$ cat config.mk
export PLATFORM = sky130hd
export DESIGN_NAME = gaussian_pyramid
export DESIGN_NICKNAME = d
export VERILOG_FILES = /design/src/logic/pyr_pixel_pkg.sv /design/src/logic/pyr_ctrl_pkg.sv /design/src/logic/blur_engine.sv /design/src/logic/buffer_router.sv /design/src/logic/downsampler.sv /design/src/logic/gaussian_pyramid.sv /design/src/logic/pixel_ram.sv /design/src/logic/pyramid_sequencer.sv
export SDC_FILE = /design/constraint.sdc
export NUM_CORES = 2
export LEC_CHECK = 0
export BUFFER_PORTS_ARGS = -buffer_cell sky130_fd_sc_hd__buf_4
export CORE_MARGIN = 2
export CORE_UTILIZATION = 56
export CTS_CLUSTER_SIZE = 14
export DETAILED_ROUTE_END_ITERATION = 8
export PLACE_DENSITY_LB_ADDON = 0.25
export RECOVER_POWER = 50
export SYNTH_ARGS = -nofsm -noshare
export SYNTH_HDL_FRONTEND = slang
export SYNTH_SLANG_ARGS = --single-unit
$ cat constraint.sdc
create_clock -name clk_in -period 5.55 [get_ports clk_in]
set_input_delay 0.555 -clock clk_in [delete_from_list [all_inputs] [get_ports clk_in]]
set_output_delay 0.555 -clock clk_in [all_outputs]
set_load 0.05 [all_outputs]
$ cat src/logic/pyr_pixel_pkg.sv
`default_nettype none

package pyr_pixel_pkg;

    localparam int BIT_DEPTH  = 8;
    localparam int MAX_ADDR_W = 12;   // enough for 64x64 frames

    typedef logic [BIT_DEPTH-1:0]  pixel_t;
    typedef logic [MAX_ADDR_W-1:0] addr_t;

    // read request into a frame buffer
    typedef struct packed {
        logic  valid;
        addr_t addr;
    } mem_rd_t;

    // write request into a frame buffer
    typedef struct packed {
        logic   valid;
        addr_t  addr;
        pixel_t pixel;
    } mem_wr_t;

endpackage

`default_nettype wire

$ cat src/logic/pyr_ctrl_pkg.sv
`default_nettype none

package pyr_ctrl_pkg;

    // pyramid levels in the order they are produced
    typedef enum logic [2:0] {O1L1, O1L2, O1L3, O2L1, O2L2, O2L3} level_t;

    // what produces the current level
    typedef enum logic [1:0] {OP_LOAD, OP_BLUR, OP_SHRINK} op_t;

    typedef enum logic [1:0] {S_IDLE, S_LOAD, S_KICK, S_WAIT} seq_state_t;

    // one output pixel tagged with its level
    typedef struct packed {
        pyr_pixel_pkg::mem_wr_t wr;
        level_t                 level;
    } level_wr_t;

endpackage

`default_nettype wire

$ cat src/logic/blur_engine.sv
`timescale 1ns/1ns
`default_nettype none

module blur_engine #(
    parameter int WIDTH  = 8,
    parameter int HEIGHT = 8
) (
    input  wire                     clk_in,
    input  wire                     rst_in,
    input  wire                     start,
    output pyr_pixel_pkg::mem_rd_t  src_rd,
    input  pyr_pixel_pkg::pixel_t   src_pixel,
    output pyr_pixel_pkg::mem_wr_t  dst_wr,
    output logic                    done
);

    localparam int XW    = $clog2(WIDTH);
    localparam int YW    = $clog2(HEIGHT);
    localparam int ACC_W = pyr_pixel_pkg::BIT_DEPTH + 4;   // sum of weights is 16

    logic          busy;
    logic [3:0]    cnt;       // 0..8 read taps, 9..10 drain and write
    logic [3:0]    tap_d;     // tap of the data now returning
    logic          rd_d;
    logic [XW-1:0] x, nx;
    logic [YW-1:0] y, ny;
    logic [1:0]    col, row;
    logic [ACC_W-1:0] acc, weighted;

    // weights 1 2 1 / 2 4 2 / 1 2 1 as a left shift
    function automatic logic [1:0] tap_shift(input logic [3:0] tap);
        tap_shift = 2'(tap / 4'd3 == 4'd1) + 2'(tap % 4'd3 == 4'd1);
    endfunction

    always_comb begin
        col = 2'(cnt % 4'd3);
        row = 2'(cnt / 4'd3);
        nx  = x;
        ny  = y;
        if (col == 2'd0 && x != '0) nx = x - 1'b1;   // clamp at the left edge
        if (col == 2'd2 && x != XW'(WIDTH - 1)) nx = x + 1'b1;
        if (row == 2'd0 && y != '0) ny = y - 1'b1;
        if (row == 2'd2 && y != YW'(HEIGHT - 1)) ny = y + 1'b1;
    end

    assign src_rd   = '{valid: busy && cnt < 4'd9, addr: pyr_pixel_pkg::addr_t'({ny, nx})};
    assign weighted = ACC_W'(src_pixel) << tap_shift(tap_d);

    always_ff @(posedge clk_in) begin
        tap_d <= cnt;
        if (rd_d) begin
            acc <= (tap_d == 4'd0 ? '0 : acc) + weighted;
        end
        if (cnt == 4'd10) begin
            dst_wr.addr  <= pyr_pixel_pkg::addr_t'({y, x});
            dst_wr.pixel <= acc[ACC_W-1:4];   // divide by 16, truncated
        end
        if (rst_in) begin
            busy         <= 1'b0;
            cnt          <= '0;
            rd_d         <= 1'b0;
            dst_wr.valid <= 1'b0;
            done         <= 1'b0;
        end else begin
            rd_d         <= src_rd.valid;
            dst_wr.valid <= 1'b0;
            done <= dst_wr.valid && dst_wr.addr == pyr_pixel_pkg::addr_t'(WIDTH * HEIGHT - 1);
            if (start && !busy) begin
                busy <= 1'b1;
                cnt  <= '0;
                x    <= '0;
                y    <= '0;
            end else if (busy) begin
                if (cnt == 4'd10) begin
                    dst_wr.valid <= 1'b1;
                    cnt          <= '0;
                    x            <= x + 1'b1;
                    if (x == XW'(WIDTH - 1)) begin
                        y <= y + 1'b1;
                        if (y == YW'(HEIGHT - 1)) busy <= 1'b0;   // last pixel
                    end
                end else begin
                    cnt <= cnt + 1'b1;
                end
            end
        end
    end

endmodule

`default_nettype wire

$ cat src/logic/buffer_router.sv
`timescale 1ns/1ns
`default_nettype none

module buffer_router #(
    parameter int WIDTH  = 8,
    parameter int HEIGHT = 8
) (
    input  wire                       clk_in,
    input  pyr_ctrl_pkg::level_t      cur_level,
    input  pyr_ctrl_pkg::op_t         cur_op,
    input  pyr_pixel_pkg::mem_wr_t    load_wr,
    input  pyr_pixel_pkg::mem_rd_t    blur1_rd,
    input  pyr_pixel_pkg::mem_rd_t    blur2_rd,
    input  pyr_pixel_pkg::mem_rd_t    shrink_rd,
    input  pyr_pixel_pkg::mem_wr_t    blur1_wr,
    input  pyr_pixel_pkg::mem_wr_t    blur2_wr,
    input  pyr_pixel_pkg::mem_wr_t    shrink_wr,
    output pyr_pixel_pkg::pixel_t     blur1_pixel,
    output pyr_pixel_pkg::pixel_t     blur2_pixel,
    output pyr_pixel_pkg::pixel_t     shrink_pixel,
    output pyr_ctrl_pkg::level_wr_t   level_write
);

    localparam int N = WIDTH * HEIGHT;

    logic [1:0]             src_sel, dst_sel;   // 0 a1, 1 a2, 2 b1, 3 b2
    pyr_pixel_pkg::mem_rd_t eng_rd;
    pyr_pixel_pkg::mem_wr_t eng_wr;
    pyr_pixel_pkg::mem_rd_t buf_rd  [4];
    pyr_pixel_pkg::mem_wr_t buf_wr  [4];
    pyr_pixel_pkg::pixel_t  buf_pix [4];
    pyr_pixel_pkg::pixel_t  src_pixel;

    always_comb begin
        case (cur_level)   // ping-pong within each octave
            pyr_ctrl_pkg::O1L1: begin src_sel = 2'd0; dst_sel = 2'd0; end
            pyr_ctrl_pkg::O1L2: begin src_sel = 2'd0; dst_sel = 2'd1; end
            pyr_ctrl_pkg::O1L3: begin src_sel = 2'd1; dst_sel = 2'd0; end
            pyr_ctrl_pkg::O2L1: begin src_sel = 2'd0; dst_sel = 2'd2; end
            pyr_ctrl_pkg::O2L2: begin src_sel = 2'd2; dst_sel = 2'd3; end
            default:            begin src_sel = 2'd3; dst_sel = 2'd2; end
        endcase
        case (cur_op)
            pyr_ctrl_pkg::OP_LOAD: begin
                eng_rd = '0;   // load only writes
                eng_wr = load_wr;
            end
            pyr_ctrl_pkg::OP_SHRINK: begin
                eng_rd = shrink_rd;
                eng_wr = shrink_wr;
            end
            default: begin
                eng_rd = dst_sel[1] ? blur2_rd : blur1_rd;   // octave from the target buffer
                eng_wr = dst_sel[1] ? blur2_wr : blur1_wr;
            end
        endcase
        for (int i = 0; i < 4; i++) begin
            buf_rd[i]       = eng_rd;
            buf_rd[i].valid = eng_rd.valid && src_sel == 2'(i);
            buf_wr[i]       = eng_wr;
            buf_wr[i].valid = eng_wr.valid && dst_sel == 2'(i);
        end
    end

    assign src_pixel    = buf_pix[src_sel];
    assign blur1_pixel  = src_pixel;
    assign blur2_pixel  = src_pixel;
    assign shrink_pixel = src_pixel;
    assign level_write  = '{wr: eng_wr, level: cur_level};

    pixel_ram #(.DEPTH(N)) buf_a1 (
        .clk_in(clk_in), .wr(buf_wr[0]), .rd(buf_rd[0]), .rd_pixel(buf_pix[0])
    );
    pixel_ram #(.DEPTH(N)) buf_a2 (
        .clk_in(clk_in), .wr(buf_wr[1]), .rd(buf_rd[1]), .rd_pixel(buf_pix[1])
    );
    pixel_ram #(.DEPTH(N / 4)) buf_b1 (
        .clk_in(clk_in), .wr(buf_wr[2]), .rd(buf_rd[2]), .rd_pixel(buf_pix[2])
    );
    pixel_ram #(.DEPTH(N / 4)) buf_b2 (
        .clk_in(clk_in), .wr(buf_wr[3]), .rd(buf_rd[3]), .rd_pixel(buf_pix[3])
    );

endmodule

`default_nettype wire

$ cat src/logic/downsampler.sv
`timescale 1ns/1ns
`default_nettype none

module downsampler #(
    parameter int OUT_WIDTH  = 4,
    parameter int OUT_HEIGHT = 4
) (
    input  wire                     clk_in,
    input  wire                     rst_in,
    input  wire                     start,
    output pyr_pixel_pkg::mem_rd_t  src_rd,
    input  pyr_pixel_pkg::pixel_t   src_pixel,
    output pyr_pixel_pkg::mem_wr_t  dst_wr,
    output logic                    done
);

    localparam int XW = $clog2(OUT_WIDTH);
    localparam int YW = $clog2(OUT_HEIGHT);

    logic                  busy;
    logic                  rd_d;
    logic [XW-1:0]         x;
    logic [YW-1:0]         y;
    pyr_pixel_pkg::addr_t  out_addr_d;   // output address of the data in flight

    // source row 2y of width 2*OUT_WIDTH, column 2x
    assign src_rd = '{valid: busy, addr: pyr_pixel_pkg::addr_t'({y, 1'b0, x, 1'b0})};

    always_ff @(posedge clk_in) begin
        out_addr_d   <= pyr_pixel_pkg::addr_t'({y, x});
        dst_wr.addr  <= out_addr_d;
        dst_wr.pixel <= src_pixel;
        if (rst_in) begin
            busy         <= 1'b0;
            rd_d         <= 1'b0;
            dst_wr.valid <= 1'b0;
            done         <= 1'b0;
        end else begin
            rd_d         <= busy;
            dst_wr.valid <= rd_d;
            done <= dst_wr.valid
                    && dst_wr.addr == pyr_pixel_pkg::addr_t'(OUT_WIDTH * OUT_HEIGHT - 1);
            if (start && !busy) begin
                busy <= 1'b1;
                x    <= '0;
                y    <= '0;
            end else if (busy) begin
                x <= x + 1'b1;
                if (x == XW'(OUT_WIDTH - 1)) begin
                    y <= y + 1'b1;
                    if (y == YW'(OUT_HEIGHT - 1)) busy <= 1'b0;
                end
            end
        end
    end

endmodule

`default_nettype wire

$ cat src/logic/gaussian_pyramid.sv
`timescale 1ns/1ns
`default_nettype none

module gaussian_pyramid #(
    parameter int TOP_WIDTH  = 8,   // power of two, 4..64
    parameter int TOP_HEIGHT = 8
) (
    input  wire                       clk_in,
    input  wire                       rst_in,
    input  wire                       start_in,
    output pyr_pixel_pkg::mem_rd_t    ext_read,
    input  pyr_pixel_pkg::pixel_t     ext_pixel,
    output pyr_ctrl_pkg::level_wr_t   level_write,
    output logic                      pyramid_done
);

    pyr_ctrl_pkg::level_t   cur_level;
    pyr_ctrl_pkg::op_t      cur_op;
    pyr_pixel_pkg::mem_wr_t load_wr, blur1_wr, blur2_wr, shrink_wr;
    pyr_pixel_pkg::mem_rd_t blur1_rd, blur2_rd, shrink_rd;
    pyr_pixel_pkg::pixel_t  blur1_pixel, blur2_pixel, shrink_pixel;
    logic blur1_start, blur2_start, shrink_start;
    logic blur1_done, blur2_done, shrink_done;

    pyramid_sequencer #(.WIDTH(TOP_WIDTH), .HEIGHT(TOP_HEIGHT)) sequencer (
        .clk_in(clk_in), .rst_in(rst_in), .start_in(start_in),
        .ext_read(ext_read), .ext_pixel(ext_pixel), .load_wr(load_wr),
        .cur_level(cur_level), .cur_op(cur_op),
        .blur1_start(blur1_start), .blur2_start(blur2_start), .shrink_start(shrink_start),
        .blur1_done(blur1_done), .blur2_done(blur2_done), .shrink_done(shrink_done),
        .pyramid_done(pyramid_done)
    );

    blur_engine #(.WIDTH(TOP_WIDTH), .HEIGHT(TOP_HEIGHT)) blur1 (
        .clk_in(clk_in), .rst_in(rst_in), .start(blur1_start), .src_rd(blur1_rd),
        .src_pixel(blur1_pixel), .dst_wr(blur1_wr), .done(blur1_done)
    );

    // octave 2 works on the half-size frame
    blur_engine #(.WIDTH(TOP_WIDTH / 2), .HEIGHT(TOP_HEIGHT / 2)) blur2 (
        .clk_in(clk_in), .rst_in(rst_in), .start(blur2_start), .src_rd(blur2_rd),
        .src_pixel(blur2_pixel), .dst_wr(blur2_wr), .done(blur2_done)
    );

    downsampler #(.OUT_WIDTH(TOP_WIDTH / 2), .OUT_HEIGHT(TOP_HEIGHT / 2)) shrink (
        .clk_in(clk_in), .rst_in(rst_in), .start(shrink_start), .src_rd(shrink_rd),
        .src_pixel(shrink_pixel), .dst_wr(shrink_wr), .done(shrink_done)
    );

    buffer_router #(.WIDTH(TOP_WIDTH), .HEIGHT(TOP_HEIGHT)) router (
        .clk_in(clk_in), .cur_level(cur_level), .cur_op(cur_op), .load_wr(load_wr),
        .blur1_rd(blur1_rd), .blur2_rd(blur2_rd), .shrink_rd(shrink_rd),
        .blur1_wr(blur1_wr), .blur2_wr(blur2_wr), .shrink_wr(shrink_wr),
        .blur1_pixel(blur1_pixel), .blur2_pixel(blur2_pixel), .shrink_pixel(shrink_pixel),
        .level_write(level_write)
    );

endmodule

`default_nettype wire

$ cat src/logic/pixel_ram.sv
`timescale 1ns/1ns
`default_nettype none

module pixel_ram #(
    parameter int DEPTH = 64
) (
    input  wire                    clk_in,
    input  pyr_pixel_pkg::mem_wr_t wr,
    input  pyr_pixel_pkg::mem_rd_t rd,
    output pyr_pixel_pkg::pixel_t  rd_pixel
);

    localparam int AW = $clog2(DEPTH);

    pyr_pixel_pkg::pixel_t mem [DEPTH];

    always_ff @(posedge clk_in) begin
        if (wr.valid) begin
            mem[wr.addr[AW-1:0]] <= wr.pixel;
        end
        if (rd.valid) begin
            rd_pixel <= mem[rd.addr[AW-1:0]];   // data one cycle after request
        end
    end

endmodule

`default_nettype wire

$ cat src/logic/pyramid_sequencer.sv
`timescale 1ns/1ns
`default_nettype none

module pyramid_sequencer #(
    parameter int WIDTH  = 8,
    parameter int HEIGHT = 8
) (
    input  wire                     clk_in,
    input  wire                     rst_in,
    input  wire                     start_in,
    output pyr_pixel_pkg::mem_rd_t  ext_read,
    input  pyr_pixel_pkg::pixel_t   ext_pixel,
    output pyr_pixel_pkg::mem_wr_t  load_wr,
    output pyr_ctrl_pkg::level_t    cur_level,
    output pyr_ctrl_pkg::op_t       cur_op,
    output logic                    blur1_start,
    output logic                    blur2_start,
    output logic                    shrink_start,
    input  wire                     blur1_done,
    input  wire                     blur2_done,
    input  wire                     shrink_done,
    output logic                    pyramid_done
);

    localparam pyr_pixel_pkg::addr_t LAST = pyr_pixel_pkg::addr_t'(WIDTH * HEIGHT - 1);

    pyr_ctrl_pkg::seq_state_t state;
    pyr_ctrl_pkg::level_t     level;
    pyr_pixel_pkg::mem_rd_t   rd_d1, rd_d2;   // follows the two-cycle memory latency
    logic                     kick;
    logic                     eng_done;

    assign cur_level = level;
    assign load_wr   = '{valid: rd_d2.valid, addr: rd_d2.addr, pixel: ext_pixel};
    assign kick      = state == pyr_ctrl_pkg::S_KICK;

    assign blur1_start  = kick && (level == pyr_ctrl_pkg::O1L2 || level == pyr_ctrl_pkg::O1L3);
    assign shrink_start = kick && level == pyr_ctrl_pkg::O2L1;
    assign blur2_start  = kick && (level == pyr_ctrl_pkg::O2L2 || level == pyr_ctrl_pkg::O2L3);
    assign pyramid_done = state == pyr_ctrl_pkg::S_WAIT && level == pyr_ctrl_pkg::O2L3
                          && eng_done;

    always_comb begin
        case (level)
            pyr_ctrl_pkg::O1L1: cur_op = pyr_ctrl_pkg::OP_LOAD;
            pyr_ctrl_pkg::O2L1: cur_op = pyr_ctrl_pkg::OP_SHRINK;
            default:            cur_op = pyr_ctrl_pkg::OP_BLUR;
        endcase
        case (level)
            pyr_ctrl_pkg::O1L2, pyr_ctrl_pkg::O1L3: eng_done = blur1_done;
            pyr_ctrl_pkg::O2L1:                     eng_done = shrink_done;
            default:                                eng_done = blur2_done;
        endcase
    end

    always_ff @(posedge clk_in) begin
        rd_d1.addr <= ext_read.addr;
        rd_d2.addr <= rd_d1.addr;
        if (rst_in) begin
            state          <= pyr_ctrl_pkg::S_IDLE;
            level          <= pyr_ctrl_pkg::O1L1;
            ext_read.valid <= 1'b0;
            rd_d1.valid    <= 1'b0;
            rd_d2.valid    <= 1'b0;
        end else begin
            rd_d1.valid <= ext_read.valid;
            rd_d2.valid <= rd_d1.valid;
            case (state)
                pyr_ctrl_pkg::S_IDLE: begin
                    if (start_in) begin
                        state          <= pyr_ctrl_pkg::S_LOAD;
                        level          <= pyr_ctrl_pkg::O1L1;
                        ext_read.valid <= 1'b1;
                        ext_read.addr  <= '0;
                    end
                end
                pyr_ctrl_pkg::S_LOAD: begin
                    if (ext_read.valid) begin   // one address per cycle
                        if (ext_read.addr == LAST) ext_read.valid <= 1'b0;
                        else ext_read.addr <= ext_read.addr + 1'b1;
                    end
                    if (rd_d2.valid && rd_d2.addr == LAST) begin
                        level <= pyr_ctrl_pkg::O1L2;
                        state <= pyr_ctrl_pkg::S_KICK;
                    end
                end
                pyr_ctrl_pkg::S_KICK: state <= pyr_ctrl_pkg::S_WAIT;
                default: begin
                    if (eng_done) begin
                        if (level == pyr_ctrl_pkg::O2L3) begin
                            state <= pyr_ctrl_pkg::S_IDLE;
                        end else begin
                            level <= pyr_ctrl_pkg::level_t'(level + 3'd1);
                            state <= pyr_ctrl_pkg::S_KICK;
                        end
                    end
                end
            endcase
        end
    end

endmodule

`default_nettype wire

==> summary.txt <==
Placed design
  • Final HPWL DP: 102 mm
  • Post-DP Area: 63,500 um2
  • Placed insts: 5,808
  • GPL Wtd Cong: just over 0.9
  • Dpl ws: 178 ps
  • PortBufs: 48

Clocking
  • CTS buffer count: between 100 and 150
  • CTS tree: built
  • Clock transition at the registers of the reported paths: 60 ps
  • Clock Sinks: 1,464
  • H-tree depth: 4
  • CTS resizes: 0
  • Cts hold-fix bufs: 0
  • CTS Buffer Depth: 3
  • Clk Latency, worst-skew pair: around 780 ps
  • # Post-CTS Setup Buffers: 0
  • Root Buffer: clkbuf_16

Floorplanning
  • Chip Width: 332 um
  • Cell Rows: 120
  • Num ports: 49
  • Die Area: 110,000 um2
  • Die Span Y: 332 um
  • Core Box Area: between 100,000 and 150,000 um2
  • Initial core utilization: a little under three fifths

Route
  • # DRC: 0
  • Vias per Instance: about 6.4
  • ANT nets after route: 0
  • Pre-antenna DRT Iters: 6
  • WL final: 163 mm
  • Initial DRC count: 5,183
  • Via count: 38,600
  • Routed length per instance: about 27 um

Status
  • Violated checks: capacitance limit, slew limit
  • Status: finished, violations left

Synth
  • Synth top area cells: edfxtp_1 (69%), nand2_1 (5.5%), mux4_2 (3.1%)
  • Syn nets: 4,476
  • Seq/Total Area, Yosys: 71.6%
  • Syn Std Cell Area: 60,300 um2
  • Area leader, netlist: edfxtp_1
  • Share of the synthesized area in the top cell type: 69.1%
  • Syn Inst Count: approximately 4,400
  • Post-synth top flop: edfxtp_1
  • Top cells by instance count after synthesis: edfxtp_1 (1,388), nand2_1 (880), nor2_1 (279), nand3_1 (271), a21oi_1 (237)
  • Yosys cell types: 89
  • Avg Cell Area, Syn: 13.7 um2
  • Synth Register Bits: 1,464
  • EDFF count, synth: 1,388
  • Most frequent cell after synthesis: edfxtp_1
  • Yosys warnings: 0
  • Synth async-reset ratio: 0%

STA
  • Fmax: 0.190 GHz
  • Least-Margin Pin Slew: 2800 ps
  • Fin crit share: 94.9%
  • Final setup fails: 0
  • Fin. max-slew vios: ~750
  • Final worst path period need: 5270 ps
  • Final hold violation count: 0
  • Slew HR: -86.8%
  • Setup tns final: 0 ps
  • RSZ-0062 raised after global routing: no
  • Setup WS post-layout: 281 ps
  • Worst Skew: 35.4 ps

GRT
  • Global-route wire length before repair: 240 mm
  • Initial antenna violation count: 8
  • Number of global-route vias before repair: 36,900
  • Largest net degree at the start of global routing: 143
  • Total gr overflow: 0
  • Tot GR Track Use: roughly 29%

Setup path
  • Crit. Startpoint: blur2.cnt[3]
  • Worst setup endpoint: router.buf_b2.rd_pixel[7]
  • Critical Path Start Type: flop
  • CP Data Required Time: between 6000 and 7000 ps
  • CP arrival: 5840 ps
  • R2r setup slk: 280 ps
  • Critical path class: reg2reg
  • Crit. End Element: flop
  • Reg-to-reg critical path endpoint: router.buf_b2.rd_pixel[7]
  • FF-to-FF path depth: 21
  • Crit-path max FO: 40
  • Worst r2r src: blur2.cnt[3]

Flow run
  • Max cap viols: 8

Power
  • Pwr Density: 441 nW/um2
  • Worst vdd ir: 0.000309 V
  • LEAKAGE: about 23 nW

Layout
  • Layout cell share with drive strength beyond 1: approximately an eighth
  • Area growth syn-to-layout: 12.4%
  • # nets final: 4,627
  • Area of the multi-input gates: 15,900 um2
  • Final core utilization: 63.4%
  • Filler cell count: 7,797
  • Post-route cell area: roughly 68,000 um2
  • Sequential Area: about 43,000 um2
  • Layout Cells excl Fill: 6,074

Worst hold path
  • Worst Hold Class: in2reg
==> critical path, cell delays in order, from the launching register on <==
cell       delay, ps
dfxtp_1          400
nand2b_2         180
inv_2             50
ha_1             170
inv_1             50
ha_1             230
xor2_1           170
nor2_1            90
ha_1             200
nand2b_1         150
or3_1            450
a2111oi_2        460
a211oi_1         140
o311ai_4         430
o31a_4           290
buf_4            320
buf_16           250
nand2_1           90
and3_1           170
a311oi_1         300
a311oi_2         130
a31oi_1          300
==> metal layers <==
layer | track usage [%] | part of all wire (%) | up-vias
li1 | - | - | 16800
met1 | 40.3 | 38 | 19100
met2 | 45.3 | 47 | 2262
met3 | 6.80 | 11 | 385
met4 | 11.9 | 4.1 | 6
met5 | 0 | 0.024 | -
==> cell usage in the layout (no fill, tap or decap), types with 66 or more instances in the layout <==
cell	instances
a21oi_1	233
a31oi_1	66
buf_4	176
clkbuf_1	81
clkbuf_16	154
dfxtp_1	76
edfxtp_1	1388
mux4_2	82
nand2_1	879
nand3_1	270
nor2_1	278
nor3_1	88
==> power by group <==
group	leakage, nW	total, mW	internal, mW	switching, mW
clock	2.21	9.41	5.28	4.13
sequential	13.1	13.5	13.4	0.0837
combinational	7.27	7.00	1.80	5.20
total	22.6	29.9	20.5	9.41
==> kinds of logic after synthesis <==
family                   synth area share (%)
AND/OR/NAND/NOR                          12.8
adder cells (fa/ha/maj)                  1.27
XOR/XNOR                                0.508
flip-flops                               71.6
buffers and inverters                    2.36
multiplexers                             4.14
AO/OA/AOI/OAI                            7.34
==> sequential cells by signal, summed over array words and instances (netlist names), 13 cells and up <==
register	flops
sequencer.ext_read	13
router.buf_b2.mem	128
sequencer.rd_d1	13
router.buf_b1.mem	128
router.buf_a1.mem	512
blur2.dst_wr	13
blur1.dst_wr	15
sequencer.load_wr	13
router.buf_a2.mem	512
shrink.dst_wr	13
==> metrics by stage <==
step,hold slack (ps),power (mW)
floorplan,310,17.7
global placement,310,20.6
detailed placement,312,20.6
CTS,150,29.9
global route,187,30.8
finish,189,29.9
==> cell type report <==
cell class | count | share of cell area [%]
Clock inverter | 70 | 0.734
Clock buffer | 191 | 5.90
Inverter | 49 | 0.271
Antenna cell | 3 | 0.0111
Multi-Input combinational cell | 2625 | 23.5
Timing Repair Buffer | 269 | 3.29
Tap cell | 1403 | 2.59
Sequential cell | 1464 | 63.7
==> worst min path at each step <==
stage | startpoint | slack (ps) | endpoint | depth (start not counted)
final | rst_in | 190 | blur1.rd_d | 2
after global routing | rst_in | 190 | blur1.rd_d | 2
after CTS | rst_in | 150 | blur2.busy | 2
after detailed placement | sequencer.rd_d1[9] | 310 | sequencer.load_wr[17] | 0
after global placement | shrink.out_addr_d[2] | 310 | shrink.dst_wr[10] | 0
after floorplan | sequencer.rd_d1[2] | 310 | sequencer.load_wr[10] | 0
No activity file was read; power rests on OpenSTA's default activity.
